File: config.mk
export PLATFORM = sky130hd
export DESIGN_NAME = flit_buffer
export DESIGN_NICKNAME = d
export VERILOG_FILES = /design/src/logic/flit_buffer_pkg.sv /design/src/logic/flit_buffer.sv /design/src/logic/flit_ram.sv /design/src/logic/vc_ptr_ctrl.sv
export SDC_FILE = /design/constraint.sdc
export NUM_CORES = 1
export LEC_CHECK = 0
export BUFFER_PORTS_ARGS = -buffer_cell sky130_fd_sc_hd__buf_2
export CORE_ASPECT_RATIO = 1.4
export CORE_MARGIN = 2
export CORE_UTILIZATION = 56
export DETAILED_ROUTE_END_ITERATION = 7
export PLACE_DENSITY = 0.72
export SLEW_MARGIN = 10
export SYNTH_ARGS = -nofsm -noshare
export SYNTH_HDL_FRONTEND = slang
export SYNTH_SLANG_ARGS = --single-unit
export TNS_END_PERCENT = 30
File: constraint.sdc
create_clock -name clk -period 6.18 [get_ports clk]
set_clock_uncertainty 0.15 [all_clocks]
set_input_delay 0.309 -clock clk [delete_from_list [all_inputs] [get_ports clk]]
set_output_delay 0.309 -clock clk [all_outputs]
set_load 0.05 [all_outputs]
File: src/logic/flit_buffer_pkg.sv
package flit_buffer_pkg;

    // buffer geometry

    // virtual channels sharing one router input port
    localparam int NUM_VC = 2;

    // flits per channel, power of two so the pointers wrap on their own
    localparam int VC_DEPTH = 4;

    // flit payload bits, without the hdr/tail marks
    localparam int PAYLOAD_W = 32;

    // derived widths

    // per-channel slot index
    localparam int PTR_W = $clog2(VC_DEPTH);

    // one extra bit so a full channel is distinct from an empty one
    localparam int DEPTH_W = PTR_W + 1;

    // binary channel index, kept at least one bit wide
    localparam int VC_SEL_W = (NUM_VC > 1) ? $clog2(NUM_VC) : 1;

    // shared memory address, channel region on top, slot below
    localparam int RAM_ADDR_W = VC_SEL_W + PTR_W;

    // total flit slots in the shared memory
    localparam int RAM_WORDS = NUM_VC * VC_DEPTH;

    // one bit per channel
    // used for write/read selects and the not-empty flags
    typedef logic [NUM_VC-1:0] vc_mask_t;

    // binary channel number
    typedef logic [VC_SEL_W-1:0] vc_sel_t;

    typedef logic [PTR_W-1:0] ptr_t;
    typedef logic [DEPTH_W-1:0] depth_t;

    // memory address, {channel, slot}
    typedef logic [RAM_ADDR_W-1:0] ram_addr_t;

    // flit as stored in the buffer
    // hdr opens a packet, tail closes it
    // a single-flit packet has both set
    typedef struct packed {
        logic                 hdr;
        logic                 tail;
        logic [PAYLOAD_W-1:0] payload;
    } flit_t;

endpackage

File: src/logic/flit_buffer.sv
module flit_buffer (
    input  logic                      clk,
    input  logic                      reset,
    // write side
    input  logic                      wr_en,
    input  flit_buffer_pkg::vc_mask_t wr_vc,
    input  flit_buffer_pkg::flit_t    wr_flit,
    // read side
    input  logic                      rd_en,
    input  flit_buffer_pkg::vc_mask_t rd_vc,
    output flit_buffer_pkg::flit_t    rd_flit,
    // per-channel occupancy for the switch allocator
    output flit_buffer_pkg::vc_mask_t vc_not_empty
);

    import flit_buffer_pkg::*;

    // addresses into the shared memory
    ram_addr_t ram_wr_addr;
    ram_addr_t ram_rd_addr;

    // pointers, depths and address generation
    vc_ptr_ctrl ptr_ctrl_i (
        .clk          (clk),
        .reset        (reset),
        .wr_en        (wr_en),
        .rd_en        (rd_en),
        .wr_vc        (wr_vc),
        .rd_vc        (rd_vc),
        .ram_wr_addr  (ram_wr_addr),
        .ram_rd_addr  (ram_rd_addr),
        .vc_not_empty (vc_not_empty)
    );

    // shared flit storage
    // write lands at the edge, read data follows one cycle later
    flit_ram ram_i (
        .clk     (clk),
        .wr_en   (wr_en),
        .rd_en   (rd_en),
        .wr_addr (ram_wr_addr),
        .rd_addr (ram_rd_addr),
        .wr_data (wr_flit),
        .rd_data (rd_flit)
    );

endmodule

File: src/logic/flit_ram.sv
module flit_ram (
    input  logic                       clk,
    input  logic                       wr_en,
    input  logic                       rd_en,
    input  flit_buffer_pkg::ram_addr_t wr_addr,
    input  flit_buffer_pkg::ram_addr_t rd_addr,
    input  flit_buffer_pkg::flit_t     wr_data,
    output flit_buffer_pkg::flit_t     rd_data
);

    import flit_buffer_pkg::*;

    // all channel regions back to back
    // channel v owns words v*VC_DEPTH .. v*VC_DEPTH+VC_DEPTH-1
    flit_t mem [RAM_WORDS];

    // read register, holds between reads
    flit_t rd_q;

    // simple dual port
    // same-address write and read returns the old word
    always_ff @(posedge clk) begin
        if (wr_en) begin
            mem[wr_addr] <= wr_data;
        end
        if (rd_en) begin
            rd_q <= mem[rd_addr];
        end
    end

    // data out one cycle after the read address
    assign rd_data = rd_q;

    // an unknown address would corrupt or read an arbitrary slot
    // addresses come from the pointer controller, so this also
    // catches unknown selects upstream
    a_wr_addr_known: assert property (
        @(posedge clk)
        wr_en |-> !$isunknown(wr_addr)
    ) else $error("unknown write address");

    a_rd_addr_known: assert property (
        @(posedge clk)
        rd_en |-> !$isunknown(rd_addr)
    ) else $error("unknown read address");

endmodule

File: src/logic/vc_ptr_ctrl.sv
module vc_ptr_ctrl (
    input  logic                      clk,
    input  logic                      reset,
    input  logic                      wr_en,
    input  logic                      rd_en,
    input  flit_buffer_pkg::vc_mask_t wr_vc,
    input  flit_buffer_pkg::vc_mask_t rd_vc,
    output flit_buffer_pkg::ram_addr_t ram_wr_addr,
    output flit_buffer_pkg::ram_addr_t ram_rd_addr,
    output flit_buffer_pkg::vc_mask_t vc_not_empty
);

    import flit_buffer_pkg::*;

    // per-channel state
    ptr_t   wr_ptr [NUM_VC];
    ptr_t   rd_ptr [NUM_VC];
    depth_t depth  [NUM_VC];

    // selects qualified by their enables
    vc_mask_t wr_mask;
    vc_mask_t rd_mask;

    // binary channel numbers from the one-hot selects
    vc_sel_t wr_idx;
    vc_sel_t rd_idx;

    // pointer of the selected channel
    ptr_t wr_ptr_sel;
    ptr_t rd_ptr_sel;

    // a channel only moves when its enable is high
    assign wr_mask = wr_en ? wr_vc : '0;
    assign rd_mask = rd_en ? rd_vc : '0;

    // one-hot to binary plus pointer mux
    // and-or form, each select bit gates its own channel
    // relies on one-hot selects, see the assertions below
    always_comb begin
        wr_idx     = '0;
        rd_idx     = '0;
        wr_ptr_sel = '0;
        rd_ptr_sel = '0;
        for (int v = 0; v < NUM_VC; v++) begin
            if (wr_vc[v]) begin
                wr_idx     = wr_idx | vc_sel_t'(v);
                wr_ptr_sel = wr_ptr_sel | wr_ptr[v];
            end
            if (rd_vc[v]) begin
                rd_idx     = rd_idx | vc_sel_t'(v);
                rd_ptr_sel = rd_ptr_sel | rd_ptr[v];
            end
        end
    end

    // channel picks the region, pointer picks the slot in it
    assign ram_wr_addr = {wr_idx, wr_ptr_sel};
    assign ram_rd_addr = {rd_idx, rd_ptr_sel};

    for (genvar v = 0; v < NUM_VC; v++) begin : g_vc

        always_ff @(posedge clk or posedge reset) begin
            if (reset) begin
                wr_ptr[v] <= '0;
                rd_ptr[v] <= '0;
                depth[v]  <= '0;
            end else begin
                // pointers wrap modulo VC_DEPTH by width
                if (wr_mask[v]) begin
                    wr_ptr[v] <= wr_ptr[v] + 1'b1;
                end
                if (rd_mask[v]) begin
                    rd_ptr[v] <= rd_ptr[v] + 1'b1;
                end
                // write and read together leave the depth alone
                if (wr_mask[v] && !rd_mask[v]) begin
                    depth[v] <= depth[v] + 1'b1;
                end else if (!wr_mask[v] && rd_mask[v]) begin
                    depth[v] <= depth[v] - 1'b1;
                end
            end
        end

        // flag straight from the registered depth
        assign vc_not_empty[v] = (depth[v] != '0);

        // overflow, no back-pressure so the sender must count credits
        a_no_wr_full: assert property (
            @(posedge clk) disable iff (reset)
            wr_mask[v] |-> (depth[v] < depth_t'(VC_DEPTH))
        ) else $error("write into full channel %0d", v);

        // underflow, also covers a same-cycle pair on an empty channel
        a_no_rd_empty: assert property (
            @(posedge clk) disable iff (reset)
            rd_mask[v] |-> (depth[v] != '0)
        ) else $error("read from empty channel %0d", v);

        // each write steps the write pointer by exactly one slot
        a_wr_ptr_step: assert property (
            @(posedge clk) disable iff (reset)
            wr_mask[v] |=> (wr_ptr[v] == ptr_t'($past(wr_ptr[v]) + 1'b1))
        ) else $error("write pointer of channel %0d did not advance", v);

        // same for reads
        a_rd_ptr_step: assert property (
            @(posedge clk) disable iff (reset)
            rd_mask[v] |=> (rd_ptr[v] == ptr_t'($past(rd_ptr[v]) + 1'b1))
        ) else $error("read pointer of channel %0d did not advance", v);

        // depth bounded by the region size
        a_depth_max: assert property (
            @(posedge clk) disable iff (reset)
            depth[v] <= depth_t'(VC_DEPTH)
        ) else $error("depth of channel %0d above VC_DEPTH", v);

    end

    // the and-or mux above breaks on zero or multiple select bits
    a_wr_onehot: assert property (
        @(posedge clk) disable iff (reset)
        wr_en |-> $onehot(wr_vc)
    ) else $error("wr_vc not one-hot while wr_en high");

    a_rd_onehot: assert property (
        @(posedge clk) disable iff (reset)
        rd_en |-> $onehot(rd_vc)
    ) else $error("rd_vc not one-hot while rd_en high");

endmodule

==> impl_metrics.env <==
export IMPL_seq_area_frac_synth=0.787
export IMPL_insertion_delay_ns=0.54
export IMPL_required_ns=6.44
export IMPL_crit_type="reg2reg"
export IMPL_vias=7291
export IMPL_slew_viol_final=0
export IMPL_worstPathArrival_ns=2.99
export IMPL_first_pass_iters=8
export IMPL_max_slew_margin=0.242
export IMPL_finalWirelength_um=25700
export IMPL_final_util=0.666
export IMPL_start_util=0.572
export IMPL_die_h_um=178
export IMPL_max_freq_mhz=366
export IMPL_setup_tns_final_ns=0
export IMPL_nets=1026
export IMPL_synth_cell_types=31
export IMPL_cts_buffers=29
export IMPL_cts_clk_slew_worst_paths_ns=0.06
export IMPL_ys_ff_latch=320
export IMPL_globalRoute_totalOverflow=0
export IMPL_final_common_cell="edfxtp_1"
export IMPL_rows=63
export IMPL_wire_per_inst_um=20.4
export IMPL_drt_iter0_drc=854
export IMPL_p_per_area_nw_per_um2=424
export IMPL_dp_hpwl_um=13300
export IMPL_ys_warn_count=0
export IMPL_worstMarginPinSlew_ns=1.13
export IMPL_layout_min_cycle_time_ns=2.74
export IMPL_grt_pass1_vias=7351
export IMPL_cts_tree="built"
export IMPL_netlist_area_um2=12100
export IMPL_n_antenna_cell=0
export IMPL_finalCritPeriodShare=0.443
export IMPL_rsz0062_at_grt="false"
export IMPL_cts_root_buf="clkbuf_16"
export IMPL_final_hold_violation_count=0
export IMPL_post_cts_resized=0
export IMPL_cts_sinks=320
export IMPL_grt_pass1_wl_um=39900
export IMPL_crit_fanout=76
export IMPL_avgSynthCellArea_um2=14.0
export IMPL_clockBufferDepth=3
export IMPL_grt_usage=0.229
export IMPL_place_ws_ns=3.42
export IMPL_worst_slack_ns=3.44
export IMPL_drc=0
export IMPL_drive_gt1_frac=0.150
export IMPL_io_pins=78
export IMPL_setup_violations=0
export IMPL_leakage_nw=5.12
export IMPL_max_cap_violations=0
export IMPL_mostFrequentLayoutCells="edfxtp_1 (306), nand2_1 (278), a21oi_1 (139)"
export IMPL_die_x_um=128
export IMPL_syn_nets=912
export IMPL_drt_vias_per_instance=5.78
export IMPL_ir_drop_mv=0.271
export IMPL_syn2layout_area_growth_pct=16.5
export IMPL_worstSetupEndpointType="register"
export IMPL_htreeDepth=1
export IMPL_grt_max_degree=77
export IMPL_ant_nets=0
export IMPL_core_area_um2=21200
export IMPL_outcome="finished, final reports clean"
export IMPL_dieArea_um2=22900
export IMPL_syn_inst=866
export IMPL_antenna_found_initial=0
export IMPL_min_delay_path_class="in2reg"
export IMPL_io_buffers=77
export IMPL_start_kind="register"
export IMPL_gp_routability_congestion=0.733
[metrics by stage]
stage | instances | area, µm² | hold slack (ns) | power (mW)
6_report | 1262 | 14100 | 0.0115 | 5.99
5_1_grt | 1262 | 14100 | 0.0299 | 6.26
4_1_cts | 1262 | 14100 | 0.00748 | 6.02
3_5_place_dp | 1173 | 12800 | 0.232 | 4.21
3_3_place_gp | 1173 | 12800 | 0.238 | 4.18
2_1_floorplan | 866 | 12100 | 0.0482 | 3.83
[area by class of cell]
class	instances	area, µm²
flip-flops and latches	320	9540
fillers	1438	7070
multi-input cells	495	2410
repair buffers	129	866
clock buffers	38	800
well taps	260	325
clock inverters	15	169
inverters	5	18.8
[repair_timing]
action | 4_1_cts | 5_1_grt
hold buffers | 36 | 0
hold endpoints to repair | 288 | 0
buffers inserted | 0 | 0
[state kept, by name, indices dropped and copies added, names as in the netlist]
| register | cells |
|---|---|
| ram_i.rd_data | 34 |
| ram_i.mem | 272 |
| ptr_ctrl_i.rd_ptr | 4 |
| ptr_ctrl_i.wr_ptr | 4 |
| ptr_ctrl_i.depth | 6 |
[routing by layer]
metal  vias to the layer above  part of all wire  global-route usage
met5                         -                 0                   0
met4                         0             0.024              0.0760
met3                        52             0.069              0.0279
met2                       306              0.52               0.405
met1                      3580              0.38               0.296
li1                       3353                 -                   -
[critical path, stage by stage (launching register included)]
cell and delay (ns):
dfrtp_1 0.45, a22oi_2 0.18, buf_4 0.63, buf_4 0.66
nand2_1 0.18, a21oi_1 0.16, or4_1 0.14
[report_power, final]
part           switching, mW  internal [mW]
Combinational           1.00          0.372
Sequential             0.113           2.69
Clock                  0.738           1.07
Total                   1.85           4.14
[synth_stat cells]
| cell | instances | area, µm² |
|---|---|---|
| o21a_1 | 1 | 7.51 |
| or4_1 | 34 | 255 |
| a21o_1 | 1 | 7.51 |
| edfxtp_1 | 306 | 9190 |
| and2_1 | 1 | 6.26 |
| or3_1 | 2 | 12.5 |
| nand3b_1 | 1 | 7.51 |
| clkbuf_2 | 1 | 5.00 |
| nor4_1 | 1 | 6.26 |
| dfrtp_1 | 14 | 350 |
| nand2b_1 | 2 | 12.5 |
| buf_1 | 2 | 7.51 |
| nor3b_1 | 2 | 15.0 |
| fa_1 | 2 | 40.0 |
| mux2_2 | 2 | 22.5 |
| xor2_1 | 5 | 43.8 |
| nand2_1 | 279 | 1050 |
| nor3_1 | 2 | 10.0 |
| nor2_1 | 5 | 18.8 |
| a21oi_1 | 139 | 696 |
| nand4b_1 | 1 | 8.76 |
| xnor2_1 | 9 | 78.8 |
| ha_1 | 2 | 25.0 |
| inv_1 | 5 | 18.8 |
| buf_4 | 1 | 7.51 |
| a22o_1 | 1 | 8.76 |
| buf_6 | 3 | 33.8 |
| nand3_1 | 2 | 10.0 |
| buf_2 | 17 | 85.1 |
| a22oi_1 | 1 | 7.51 |
| clkbuf_1 | 22 | 82.6 |
[worst paths after layout]
kind,from,end,slack (ns),cells after the start
setup / recovery,ptr_ctrl_i.rd_ptr[0],ram_i.rd_data[0],3.44,6
hold / removal,rd_vc[1],ptr_ctrl_i.rd_ptr[1],0.01,3
setup reg to reg,ptr_ctrl_i.rd_ptr[0],ram_i.rd_data[0],3.44,6
hold reg to reg,ptr_ctrl_i.depth[2],ptr_ctrl_i.depth[2],0.31,1
max in group asynchronous,reset,ptr_ctrl_i.wr_ptr[0],5.31,3
min in group asynchronous,reset,ptr_ctrl_i.depth[5],0.21,3
[logic make-up after synthesis]
| group | Yosys count | synth area share |
|---|---|---|
| AND/OR/NAND/NOR | 332 | 0.116 |
| buffers and inverters | 51 | 0.0198 |
| flip-flops | 320 | 0.787 |
| adder cells (fa/ha/maj) | 4 | 0.00537 |
| AO/OA/AOI/OAI | 143 | 0.0599 |
| multiplexers | 2 | 0.00186 |
| XOR/XNOR | 14 | 0.0101 |
Power figures use the tool's default switching activity.
